[config.mk]
export PLATFORM = sky130hd
export DESIGN_NAME = mipsCore
export DESIGN_NICKNAME = d
export VERILOG_FILES = /design/src/rtl/cpuPkg.sv /design/src/rtl/hazardIf.sv /design/src/rtl/mipsCore.sv /design/src/rtl/execAlu.sv /design/src/rtl/hazardUnit.sv /design/src/rtl/regFile.sv /design/src/rtl/instDecoder.sv
export VERILOG_INCLUDE_DIRS = /design/src /design/src/rtl
export SDC_FILE = /design/constraint.sdc
export NUM_CORES = 2
export LEC_CHECK = 0
export BUFFER_PORTS_ARGS = -buffer_cell sky130_fd_sc_hd__buf_2
export CORE_ASPECT_RATIO = 0.9
export CORE_UTILIZATION = 40
export DETAILED_ROUTE_END_ITERATION = 8
export HOLD_SLACK_MARGIN = 0.15
export PLACE_DENSITY_LB_ADDON = 0.2
export SLEW_MARGIN = 30
export SYNTH_ARGS = -nofsm -noshare
export SYNTH_HDL_FRONTEND = slang
export SYNTH_HIERARCHICAL = 1
export SYNTH_SLANG_ARGS = --single-unit
[constraint.sdc]
create_clock -name clk -period 31.9 [get_ports clk]
set_clock_uncertainty 0.2 [all_clocks]
set_input_delay 4.785 -clock clk [delete_from_list [all_inputs] [get_ports clk]]
set_output_delay 4.785 -clock clk [all_outputs]
set_load 0.02 [all_outputs]
[src/rtl/cpuSettings.svh]
`ifndef CPU_SETTINGS_SVH
`define CPU_SETTINGS_SVH

`define DATA_WIDTH     32
`define REG_ADDR_WIDTH 5
`define REG_COUNT      32
`define PC_INIT        32'h0000_3000

// use time of an operand the instruction never reads
`define TIME_NEVER     2'd3

// primary opcodes
`define OP_SPECIAL     6'b000000
`define OP_ORI         6'b001101
`define OP_LUI         6'b001111
`define OP_LW          6'b100011
`define OP_SW          6'b101011
`define OP_BEQ         6'b000100
`define OP_J           6'b000010

// funct field under OP_SPECIAL
`define FUNCT_ADDU     6'b100001
`define FUNCT_SUBU     6'b100011

`endif
[src/rtl/cpuPkg.sv]
`include "cpuSettings.svh"

package cpuPkg;

    typedef logic [`DATA_WIDTH-1:0]     word_t;
    typedef logic [`REG_ADDR_WIDTH-1:0] regAddr_t;

    // cycles until an operand is needed or a result is ready
    typedef logic [1:0] stageTime_t;

    typedef enum logic [1:0] {
        aluAdd,
        aluSub,
        aluOr,
        aluLui
    } aluOp_t;

    // source of a forwarded operand
    typedef enum logic [1:0] {
        fwdReg,
        fwdWb,
        fwdMem
    } fwdSel_t;

    typedef struct packed {
        aluOp_t     aluOp;
        logic       aluSrcImm;
        logic       signExt;
        logic       regWrite;
        logic       memWrite;
        logic       memToReg;
        logic       destIsRd;
        logic       isBranch;
        logic       isJump;
        // counted from decode
        stageTime_t useRs;
        stageTime_t useRt;
        // counted from execute
        stageTime_t newTime;
    } ctrl_t;

endpackage

[src/rtl/hazardIf.sv]
`timescale 1ns/1ps

interface hazardIf (
    input logic clk,
    input logic reset
);
    import cpuPkg::*;

    regAddr_t   decRs;
    regAddr_t   decRt;
    stageTime_t decUseRs;
    stageTime_t decUseRt;

    regAddr_t   exeRs;
    regAddr_t   exeRt;
    regAddr_t   exeDest;
    stageTime_t exeNewTime;
    logic       exeRegWrite;

    regAddr_t   memRt;
    regAddr_t   memDest;
    stageTime_t memNewTime;
    logic       memRegWrite;

    regAddr_t   wbDest;
    logic       wbRegWrite;

    logic       stall;
    fwdSel_t    fwdRsDec;
    fwdSel_t    fwdRtDec;
    fwdSel_t    fwdRsExe;
    fwdSel_t    fwdRtExe;
    fwdSel_t    fwdRtMem;

    modport core (
        output decRs, decRt, decUseRs, decUseRt,
        output exeRs, exeRt, exeDest, exeNewTime, exeRegWrite,
        output memRt, memDest, memNewTime, memRegWrite,
        output wbDest, wbRegWrite,
        input  stall, fwdRsDec, fwdRtDec, fwdRsExe, fwdRtExe, fwdRtMem
    );

    modport unit (
        input  clk, reset,
        input  decRs, decRt, decUseRs, decUseRt,
        input  exeRs, exeRt, exeDest, exeNewTime, exeRegWrite,
        input  memRt, memDest, memNewTime, memRegWrite,
        input  wbDest, wbRegWrite,
        output stall, fwdRsDec, fwdRtDec, fwdRsExe, fwdRtExe, fwdRtMem
    );

endinterface

[src/rtl/mipsCore.sv]
`timescale 1ns/1ps
`include "cpuSettings.svh"

module mipsCore (
    input  logic             clk,
    input  logic             reset,
    input  cpuPkg::word_t    instData,
    input  cpuPkg::word_t    dataRdata,
    output cpuPkg::word_t    instAddr,
    output cpuPkg::word_t    dataAddr,
    output cpuPkg::word_t    dataWdata,
    output logic             dataWe,
    output logic             wbWe,
    output cpuPkg::regAddr_t wbAddr,
    output cpuPkg::word_t    wbData,
    output cpuPkg::word_t    wbPc
);
    import cpuPkg::*;

    word_t       pcF;
    word_t       pcNext;

    word_t       decInstr;
    word_t       decPc;
    word_t       decPcPlus4;
    logic        decValid;
    ctrl_t       decCtrl;
    regAddr_t    decRs;
    regAddr_t    decRt;
    regAddr_t    decDest;
    logic [15:0] decImm;
    word_t       decRegA;
    word_t       decRegB;
    word_t       decOpA;
    word_t       decOpB;

    ctrl_t       exeCtrl;
    word_t       exePc;
    logic        exeValid;
    regAddr_t    exeRs;
    regAddr_t    exeRt;
    regAddr_t    exeDest;
    logic [15:0] exeImm;
    word_t       exeRegA;
    word_t       exeRegB;
    word_t       exeOpA;
    word_t       exeOpB;
    word_t       exeResult;

    ctrl_t       memCtrl;
    word_t       memPc;
    logic        memValid;
    regAddr_t    memRt;
    regAddr_t    memDest;
    word_t       memAluOut;
    word_t       memStoreData;

    ctrl_t       wbCtrl;
    word_t       wbAluOut;
    word_t       wbMemData;

    hazardIf hz (
        .clk   (clk),
        .reset (reset)
    );

    function automatic word_t fwdMux(fwdSel_t sel, word_t regVal, word_t wbVal,
                                     word_t memVal);
        case (sel)
            fwdWb:   return wbVal;
            fwdMem:  return memVal;
            default: return regVal;
        endcase
    endfunction

    // fetch
    assign instAddr = pcF;

    always_ff @(posedge clk or posedge reset) begin
        if (reset) begin
            pcF <= `PC_INIT;
        end else if (!hz.stall) begin
            pcF <= pcNext;
        end
    end

    always_ff @(posedge clk or posedge reset) begin
        if (reset) begin
            decInstr <= '0;
            decPc    <= '0;
            decValid <= 1'b0;
        end else if (!hz.stall) begin
            decInstr <= instData;
            decPc    <= pcF;
            decValid <= 1'b1;
        end
    end

    // decode
    instDecoder decoder_i (
        .instr (decInstr),
        .ctrl  (decCtrl),
        .rs    (decRs),
        .rt    (decRt),
        .dest  (decDest),
        .imm   (decImm)
    );

    regFile regFile_i (
        .clk       (clk),
        .reset     (reset),
        .readAddrA (decRs),
        .readAddrB (decRt),
        .writeAddr (wbAddr),
        .writeData (wbData),
        .writeEn   (wbWe),
        .readDataA (decRegA),
        .readDataB (decRegB)
    );

    assign decOpA     = fwdMux(hz.fwdRsDec, decRegA, wbData, memAluOut);
    assign decOpB     = fwdMux(hz.fwdRtDec, decRegB, wbData, memAluOut);
    assign decPcPlus4 = decPc + 32'd4;

    // fetch already holds the delay slot, so the target follows it
    always_comb begin
        pcNext = pcF + 32'd4;
        if (decCtrl.isJump) begin
            pcNext = {decPcPlus4[31:28], decInstr[25:0], 2'b00};
        end else if (decCtrl.isBranch && decOpA == decOpB) begin
            pcNext = decPcPlus4 + {{14{decImm[15]}}, decImm, 2'b00};
        end
    end

    // stall leaves a bubble in execute
    always_ff @(posedge clk or posedge reset) begin
        if (reset) begin
            exeCtrl  <= '0;
            exePc    <= '0;
            exeValid <= 1'b0;
            exeRs    <= '0;
            exeRt    <= '0;
            exeDest  <= '0;
            exeImm   <= '0;
            exeRegA  <= '0;
            exeRegB  <= '0;
        end else begin
            exeCtrl  <= hz.stall ? ctrl_t'('0) : decCtrl;
            exePc    <= decPc;
            exeValid <= decValid && !hz.stall;
            exeRs    <= decRs;
            exeRt    <= decRt;
            exeDest  <= decDest;
            exeImm   <= decImm;
            exeRegA  <= decOpA;
            exeRegB  <= decOpB;
        end
    end

    // execute
    assign exeOpA = fwdMux(hz.fwdRsExe, exeRegA, wbData, memAluOut);
    assign exeOpB = fwdMux(hz.fwdRtExe, exeRegB, wbData, memAluOut);

    execAlu alu_i (
        .aluOp     (exeCtrl.aluOp),
        .aluSrcImm (exeCtrl.aluSrcImm),
        .signExt   (exeCtrl.signExt),
        .srcA      (exeOpA),
        .regB      (exeOpB),
        .imm       (exeImm),
        .result    (exeResult)
    );

    always_ff @(posedge clk or posedge reset) begin
        if (reset) begin
            memCtrl      <= '0;
            memPc        <= '0;
            memValid     <= 1'b0;
            memRt        <= '0;
            memDest      <= '0;
            memAluOut    <= '0;
            memStoreData <= '0;
        end else begin
            memCtrl      <= exeCtrl;
            memPc        <= exePc;
            memValid     <= exeValid;
            memRt        <= exeRt;
            memDest      <= exeDest;
            memAluOut    <= exeResult;
            memStoreData <= exeOpB;
        end
    end

    // memory
    assign dataAddr  = memAluOut;
    assign dataWdata = (hz.fwdRtMem == fwdWb) ? wbData : memStoreData;
    assign dataWe    = memCtrl.memWrite;

    always_ff @(posedge clk or posedge reset) begin
        if (reset) begin
            wbCtrl    <= '0;
            wbPc      <= '0;
            wbAddr    <= '0;
            wbAluOut  <= '0;
            wbMemData <= '0;
        end else begin
            wbCtrl    <= memCtrl;
            wbPc      <= memPc;
            wbAddr    <= memDest;
            wbAluOut  <= memAluOut;
            wbMemData <= dataRdata;
        end
    end

    // write-back
    assign wbWe   = wbCtrl.regWrite;
    assign wbData = wbCtrl.memToReg ? wbMemData : wbAluOut;

    assign hz.decRs       = decRs;
    assign hz.decRt       = decRt;
    assign hz.decUseRs    = decCtrl.useRs;
    assign hz.decUseRt    = decCtrl.useRt;
    assign hz.exeRs       = exeRs;
    assign hz.exeRt       = exeRt;
    assign hz.exeDest     = exeDest;
    assign hz.exeNewTime  = exeCtrl.newTime;
    assign hz.exeRegWrite = exeCtrl.regWrite;
    assign hz.memRt       = memRt;
    assign hz.memDest     = memDest;
    // one cycle closer than in execute
    assign hz.memNewTime  = (memCtrl.newTime != '0) ? memCtrl.newTime - 2'd1 : 2'd0;
    assign hz.memRegWrite = memCtrl.regWrite;
    assign hz.wbDest      = wbAddr;
    assign hz.wbRegWrite  = wbWe;

    hazardUnit hazard_i (
        .hz (hz)
    );

    noZeroWrite: assert property (@(posedge clk) disable iff (reset)
        wbWe |-> wbAddr != '0);

    noBubbleStore: assert property (@(posedge clk) disable iff (reset)
        !memValid |-> !dataWe);

endmodule

[src/rtl/execAlu.sv]
`timescale 1ns/1ps
`include "cpuSettings.svh"

module execAlu (
    input  cpuPkg::aluOp_t aluOp,
    input  logic           aluSrcImm,
    input  logic           signExt,
    input  cpuPkg::word_t  srcA,
    input  cpuPkg::word_t  regB,
    input  logic [15:0]    imm,
    output cpuPkg::word_t  result
);
    import cpuPkg::*;

    word_t immExt;
    word_t srcB;

    assign immExt = signExt ? {{(`DATA_WIDTH-16){imm[15]}}, imm}
                            : {{(`DATA_WIDTH-16){1'b0}}, imm};
    assign srcB   = aluSrcImm ? immExt : regB;

    always_comb begin
        case (aluOp)
            aluSub:  result = srcA - srcB;
            aluOr:   result = srcA | srcB;
            // low half of the immediate into the upper half
            aluLui:  result = {srcB[15:0], {(`DATA_WIDTH-16){1'b0}}};
            default: result = srcA + srcB;
        endcase
    end

endmodule

[src/rtl/hazardUnit.sv]
`timescale 1ns/1ps

module hazardUnit (
    hazardIf.unit hz
);
    import cpuPkg::*;

    logic stallRs;
    logic stallRt;
    logic memReady;

    function automatic logic hits(regAddr_t src, regAddr_t dest, logic regWrite);
        return regWrite && dest != '0 && dest == src;
    endfunction

    function automatic logic mustWait(regAddr_t src, stageTime_t useTime, regAddr_t dest,
                                      stageTime_t newTime, logic regWrite);
        return hits(src, dest, regWrite) && useTime < newTime;
    endfunction

    // youngest ready producer wins
    function automatic fwdSel_t pick(regAddr_t src, regAddr_t memDest, logic memOk,
                                     regAddr_t wbDest, logic wbOk);
        if (hits(src, memDest, memOk)) begin
            return fwdMem;
        end
        if (hits(src, wbDest, wbOk)) begin
            return fwdWb;
        end
        return fwdReg;
    endfunction

    // a load in memory has no data yet
    assign memReady = hz.memRegWrite && hz.memNewTime == '0;

    assign stallRs = mustWait(hz.decRs, hz.decUseRs, hz.exeDest, hz.exeNewTime, hz.exeRegWrite)
                  || mustWait(hz.decRs, hz.decUseRs, hz.memDest, hz.memNewTime, hz.memRegWrite);
    assign stallRt = mustWait(hz.decRt, hz.decUseRt, hz.exeDest, hz.exeNewTime, hz.exeRegWrite)
                  || mustWait(hz.decRt, hz.decUseRt, hz.memDest, hz.memNewTime, hz.memRegWrite);
    assign hz.stall = stallRs || stallRt;

    assign hz.fwdRsDec = pick(hz.decRs, hz.memDest, memReady, hz.wbDest, hz.wbRegWrite);
    assign hz.fwdRtDec = pick(hz.decRt, hz.memDest, memReady, hz.wbDest, hz.wbRegWrite);
    assign hz.fwdRsExe = pick(hz.exeRs, hz.memDest, memReady, hz.wbDest, hz.wbRegWrite);
    assign hz.fwdRtExe = pick(hz.exeRt, hz.memDest, memReady, hz.wbDest, hz.wbRegWrite);
    assign hz.fwdRtMem = hits(hz.memRt, hz.wbDest, hz.wbRegWrite) ? fwdWb : fwdReg;

    // producer left execute with at most one cycle to go
    memFwdReady: assert property (@(posedge hz.clk) disable iff (hz.reset)
        (hz.fwdRsDec == fwdMem || hz.fwdRtDec == fwdMem ||
         hz.fwdRsExe == fwdMem || hz.fwdRtExe == fwdMem)
        |-> ($past(hz.exeRegWrite) && $past(hz.exeNewTime) <= 2'd1));

endmodule

[src/rtl/regFile.sv]
`timescale 1ns/1ps
`include "cpuSettings.svh"

module regFile (
    input  logic             clk,
    input  logic             reset,
    input  cpuPkg::regAddr_t readAddrA,
    input  cpuPkg::regAddr_t readAddrB,
    input  cpuPkg::regAddr_t writeAddr,
    input  cpuPkg::word_t    writeData,
    input  logic             writeEn,
    output cpuPkg::word_t    readDataA,
    output cpuPkg::word_t    readDataB
);
    import cpuPkg::*;

    word_t regs [`REG_COUNT];

    always_ff @(posedge clk or posedge reset) begin
        if (reset) begin
            regs <= '{default: '0};
        end else if (writeEn && writeAddr != '0) begin
            regs[writeAddr] <= writeData;
        end
    end

    // same-cycle write is not visible here, write-back forwarding covers it
    assign readDataA = (readAddrA == '0) ? '0 : regs[readAddrA];
    assign readDataB = (readAddrB == '0) ? '0 : regs[readAddrB];

endmodule

[src/rtl/instDecoder.sv]
`timescale 1ns/1ps
`include "cpuSettings.svh"

module instDecoder (
    input  cpuPkg::word_t    instr,
    output cpuPkg::ctrl_t    ctrl,
    output cpuPkg::regAddr_t rs,
    output cpuPkg::regAddr_t rt,
    output cpuPkg::regAddr_t dest,
    output logic [15:0]      imm
);
    import cpuPkg::*;

    logic [5:0] opcode;
    logic [5:0] funct;
    regAddr_t   rd;

    assign opcode = instr[31:26];
    assign funct  = instr[5:0];
    assign rs     = instr[25:21];
    assign rt     = instr[20:16];
    assign rd     = instr[15:11];
    assign imm    = instr[15:0];

    always_comb begin
        ctrl       = '0;
        ctrl.aluOp = aluAdd;
        ctrl.useRs = `TIME_NEVER;
        ctrl.useRt = `TIME_NEVER;
        case (opcode)
            `OP_SPECIAL: begin
                if (funct == `FUNCT_ADDU || funct == `FUNCT_SUBU) begin
                    ctrl.aluOp    = (funct == `FUNCT_SUBU) ? aluSub : aluAdd;
                    ctrl.regWrite = 1'b1;
                    ctrl.destIsRd = 1'b1;
                    ctrl.useRs    = 2'd1;
                    ctrl.useRt    = 2'd1;
                    ctrl.newTime  = 2'd1;
                end
            end
            `OP_ORI: begin
                ctrl.aluOp     = aluOr;
                ctrl.aluSrcImm = 1'b1;
                ctrl.regWrite  = 1'b1;
                ctrl.useRs     = 2'd1;
                ctrl.newTime   = 2'd1;
            end
            `OP_LUI: begin
                ctrl.aluOp     = aluLui;
                ctrl.aluSrcImm = 1'b1;
                ctrl.regWrite  = 1'b1;
                ctrl.newTime   = 2'd1;
            end
            `OP_LW: begin
                ctrl.aluSrcImm = 1'b1;
                ctrl.signExt   = 1'b1;
                ctrl.regWrite  = 1'b1;
                ctrl.memToReg  = 1'b1;
                ctrl.useRs     = 2'd1;
                // data only after the memory stage
                ctrl.newTime   = 2'd2;
            end
            `OP_SW: begin
                ctrl.aluSrcImm = 1'b1;
                ctrl.signExt   = 1'b1;
                ctrl.memWrite  = 1'b1;
                ctrl.useRs     = 2'd1;
                ctrl.useRt     = 2'd2;
            end
            `OP_BEQ: begin
                // compared in decode
                ctrl.isBranch = 1'b1;
                ctrl.useRs    = 2'd0;
                ctrl.useRt    = 2'd0;
            end
            `OP_J: begin
                ctrl.isJump = 1'b1;
            end
            default: begin
            end
        endcase
        dest = ctrl.destIsRd ? rd : rt;
        // $zero is never written
        if (dest == '0) begin
            ctrl.regWrite = 1'b0;
        end
    end

endmodule

==> out/metrics.csv <==
stage,metric,value,unit
clocking,buffer count from post-CTS setup fixing,0,
clocking,CTS tree,done,
yosys,Area contributors post-synth,"dfrtp_1 (46%), mux2_2 (16%), mux4_2 (8.7%), mux4_1 (4.5%), mux2i_1 (2.0%)",
detailed_routing,DRC,0,
yosys,sequential share of the synthesized area,0.458,
critical_path,Worst path max stage delay,0.76,ns
die,Die Y,427,um
place,Port Buffers,232,
yosys,Synth Cell Area,0.0803,mm^2
critical_path,crit start category,flop,
critical_path,WP data required,26.92,ns
detailed_routing,Post-DRT Antenna Nets,0,
critical_path,"Arr. time, crit path",3.82,ns
yosys,Syn. warnings,6,
die,Die W,474,um
timing,TNS Setup,0,ns
die,core area,0.199,mm^2
clocking,clock buffer count from CTS,159,
critical_path,slowest cell on the critical path,dfrtp_1,
critical_path,reg2reg start,hz.memDest[3]$_DFF_PP0_,
grt,antenna violations before repair,16,
yosys,dominant synthesized flop cell,dfrtp_1,
die,die area,0.203,mm^2
yosys,Synth top area share,0.458,
yosys,Synth Instances,6102,
yosys,number of enable flip-flop cells after synthesis,0,
detailed_routing,Via Count,55700,
clocking,CTS sink count,1470,
pwr,Leak,40.5,nW
timing,max-slew violations,0,
timing,period utilization,0.276,
timing,RSZ-0062 raised after global routing,false,
pwr,maximum VDD drop,0.0541,mV
yosys,"FFs w/ async S/R, synth",1.00,
detailed_routing,drt pass-1 iters,6,
detailed_routing,drt wl/cell,31.3,um
timing,slew margin rel.,0.252,
die,FP Rows,155,
place,"Cell Area, Placed",0.0830,mm^2
final_layout,Post-layout nets,6225,
grt,total track usage,0.272,
die,initial core utilization,0.404,
critical_path,critical path class,flop to primary output,
timing,fin crit period,8.80,ns
final_layout,Area Growth Syn to Fin,10.2,%
yosys,syn_nets,6251,
critical_path,critical-path maximum fanout,46,
final_layout,fin area,0.0884,mm^2
worst_hold_path,critical hold path startpoint,memPc[12]$_DFF_PP0_,
yosys,cell accounting for the most synthesized area,dfrtp_1,
clocking,htree depth,4,
timing,worst slew pin tran,1.09,ns
timing,final setup margin,23.10,ns
grt,largest net degree at the start of global routing,130,
timing,"Hold Vio Cnt, Final",0,
place,post-DP HPWL,172,mm
critical_path,crit-path cells,"or4_1, o21ai_2, nor4_1, nand2b_2, o21ai_0, buf_2",
yosys,#FFs+latches synth,1470,
detailed_routing,Iter 0 DRT Violations,6050,
timing,Final Setup Violations,0,
status,status,completed,
yosys,syn avg cell area,13.2,um^2
clocking,Clock Tree Buf Depth,3,
critical_path,critical path launch point,wbAddr[3]$_DFF_PP0_,
place,gp weighted congestion,0.952,
timing,Hold WS,0.146,ns
yosys,synth unique cells,107,
job,Max-Cap Viols,0,
place,pre-CTS worst setup slack,23.16,ns
grt,number of global-route vias before repair,55300,
timing,Fmax achieved,114,MHz
pwr,Power Dens Cells,57.8,mW/mm^2
clocking,clock root buffer,clkbuf_16,
final_layout,share of layout cells above drive strength 1,0.361,
critical_path,Setup crit end kind,primary output,
clocking,clock slew at reported path FFs,0.07,ns
grt,first-pass GRT wire length,402,mm
detailed_routing,Routed WL,277,mm
die,I/O Pins,233,
worst_hold_path,Hold Crit Class,flop to flop,
pwr,Final Power,5.11,mW
clocking,Skew-Pair Late Insertion Delay,0.81,ns
grt,global route total overflow,0,
detailed_routing,routed vias/inst,6.28,
flip-flops by register name, summed over array words and instances, names as in the netlist, 32 cells and up:
register	cells
dataAddr	32
decInstr	32
decPc	32
exePc	32
exeRegA	32
exeRegB	32
instAddr	32
memPc	32
memStoreData	32
regFile_i/regs	1024
wbAluOut	32
wbMemData	32
wbPc	32
cells by family (layout without fill, tap and decap cells):
| family | after synthesis | in the layout | synth area share |
|---|---|---|---|
| flip-flops | 1470 | 1470 | 0.458 |
| other | 1 | 4 | 0.0000467 |
| AND/OR/NAND/NOR | 784 | 784 | 0.0502 |
| adder cells (fa/ha/maj) | 83 | 83 | 0.0131 |
| XOR/XNOR | 197 | 197 | 0.0215 |
| AO/OA/AOI/OAI | 1132 | 1132 | 0.0945 |
| buffers and inverters | 662 | 762 | 0.0465 |
| multiplexers | 1773 | 1773 | 0.316 |
where the power goes:
part	total (mW)	switching, mW	internal (mW)
sequential	2.20	0.170	2.03
clock	1.89	0.814	1.07
combinational	1.03	0.674	0.357
total	5.11	1.66	3.46
cell usage in the layout, fill, tap and decap left out, types with 22 or more instances in the layout:
cell type	count
a211oi_1	81
a21o_1	51
a21oi_1	134
a221oi_1	52
a22oi_1	192
a311oi_1	54
and3_1	23
buf_2	232
buf_4	162
clkbuf_1	41
clkbuf_16	161
clkbuf_8	37
clkinv_2	22
dfrtp_1	1455
ha_1	77
inv_1	47
mux2_1	38
mux2_2	1118
mux2i_1	157
mux4_1	139
mux4_2	309
nand2_1	285
nand3_1	55
nand4_1	26
nor2_1	98
nor2b_1	84
nor3_1	41
o2111ai_1	24
o211ai_1	34
o21ai_0	245
o21ai_1	106
xnor2_1	88
xor2_1	109
path summary, 6_finish.rpt:
| kind | end | slack [ns] | cells past startpoint |
|---|---|---|---|
| min in group asynchronous | regFile_i/regs[250]$_DFFE_PP0P_ | 3.73 | 2 |
| min | wbPc[12]$_DFF_PP0_ | 0.15 | 0 |
| min reg2reg | wbPc[12]$_DFF_PP0_ | 0.15 | 0 |
| max in group asynchronous | regFile_i/regs[898]$_DFFE_PP0P_ | 24.41 | 8 |
| max | dataWdata[19] | 23.10 | 6 |
| max reg2reg | dataAddr[29]$_DFF_PP0_ | 23.74 | 25 |
per-stage QoR:
stage               utilization  cells
global placement          0.417   8573
finish                    0.445   8874
global route              0.445   8871
floorplan                     -   6102
detailed placement        0.418   8576
CTS                       0.445   8870
what timing repair did:
item,4_1_cts,5_1_grt
resized for setup,0,0
hold endpoints to repair,7,0
hold buffers,7,0
per-layer routing:
metal	up-vias	wire [um]	share of wire	GRT usage
met5	-	78	0.00028	0
met4	12	10600	0.038	0.0967
met3	434	22000	0.079	0.0594
met2	2363	124000	0.45	0.406
met1	29800	121000	0.44	0.387
li1	23100	-	-	-
critical path, delay by kind of cell (launching register included):
| kind | cells | cell delay [ns] |
|---|---|---|
| AO/OA/AOI/OAI | 2 | 0.53 |
| buffers and inverters | 1 | 0.22 |
| flip-flops | 1 | 0.76 |
| AND/OR/NAND/NOR | 3 | 1.45 |
layout make-up:
type / instances / area (um^2)
fill: 18000 / 110000
multi-input combinational: 3970 / 40100
sequential: 1470 / 36800
clock buffer: 239 / 4690
tap: 2669 / 3340
timing repair buffer: 415 / 2670
clock inverter: 48 / 597
inverter: 60 / 244
antenna: 3 / 7.51
synthesized netlist by cell type, types with 24 or more instances:
| master | n |
|---|---|
| buf_6 | 68 |
| inv_1 | 52 |
| mux4_2 | 309 |
| mux2i_1 | 158 |
| o21ai_0 | 249 |
| dfrtp_1 | 1468 |
| mux2_2 | 1118 |
| a221oi_1 | 52 |
| a21oi_1 | 134 |
| ha_1 | 81 |
| clkbuf_1 | 266 |
| nor2b_1 | 86 |
| buf_4 | 89 |
| a211oi_1 | 81 |
| xnor2_1 | 88 |
| a22oi_1 | 192 |
| a21o_1 | 51 |
| a311oi_1 | 66 |
| xor2_1 | 109 |
| mux2_1 | 38 |
| mux4_1 | 139 |
| nand4_1 | 26 |
| o21ai_1 | 104 |
| buf_2 | 146 |
| nand2_1 | 300 |
| o211ai_1 | 34 |
| o2111ai_1 | 24 |
| nor3_1 | 41 |
| nand3_1 | 55 |
| nor2_1 | 109 |
Note: power is estimated with default switching activity, not from simulation.
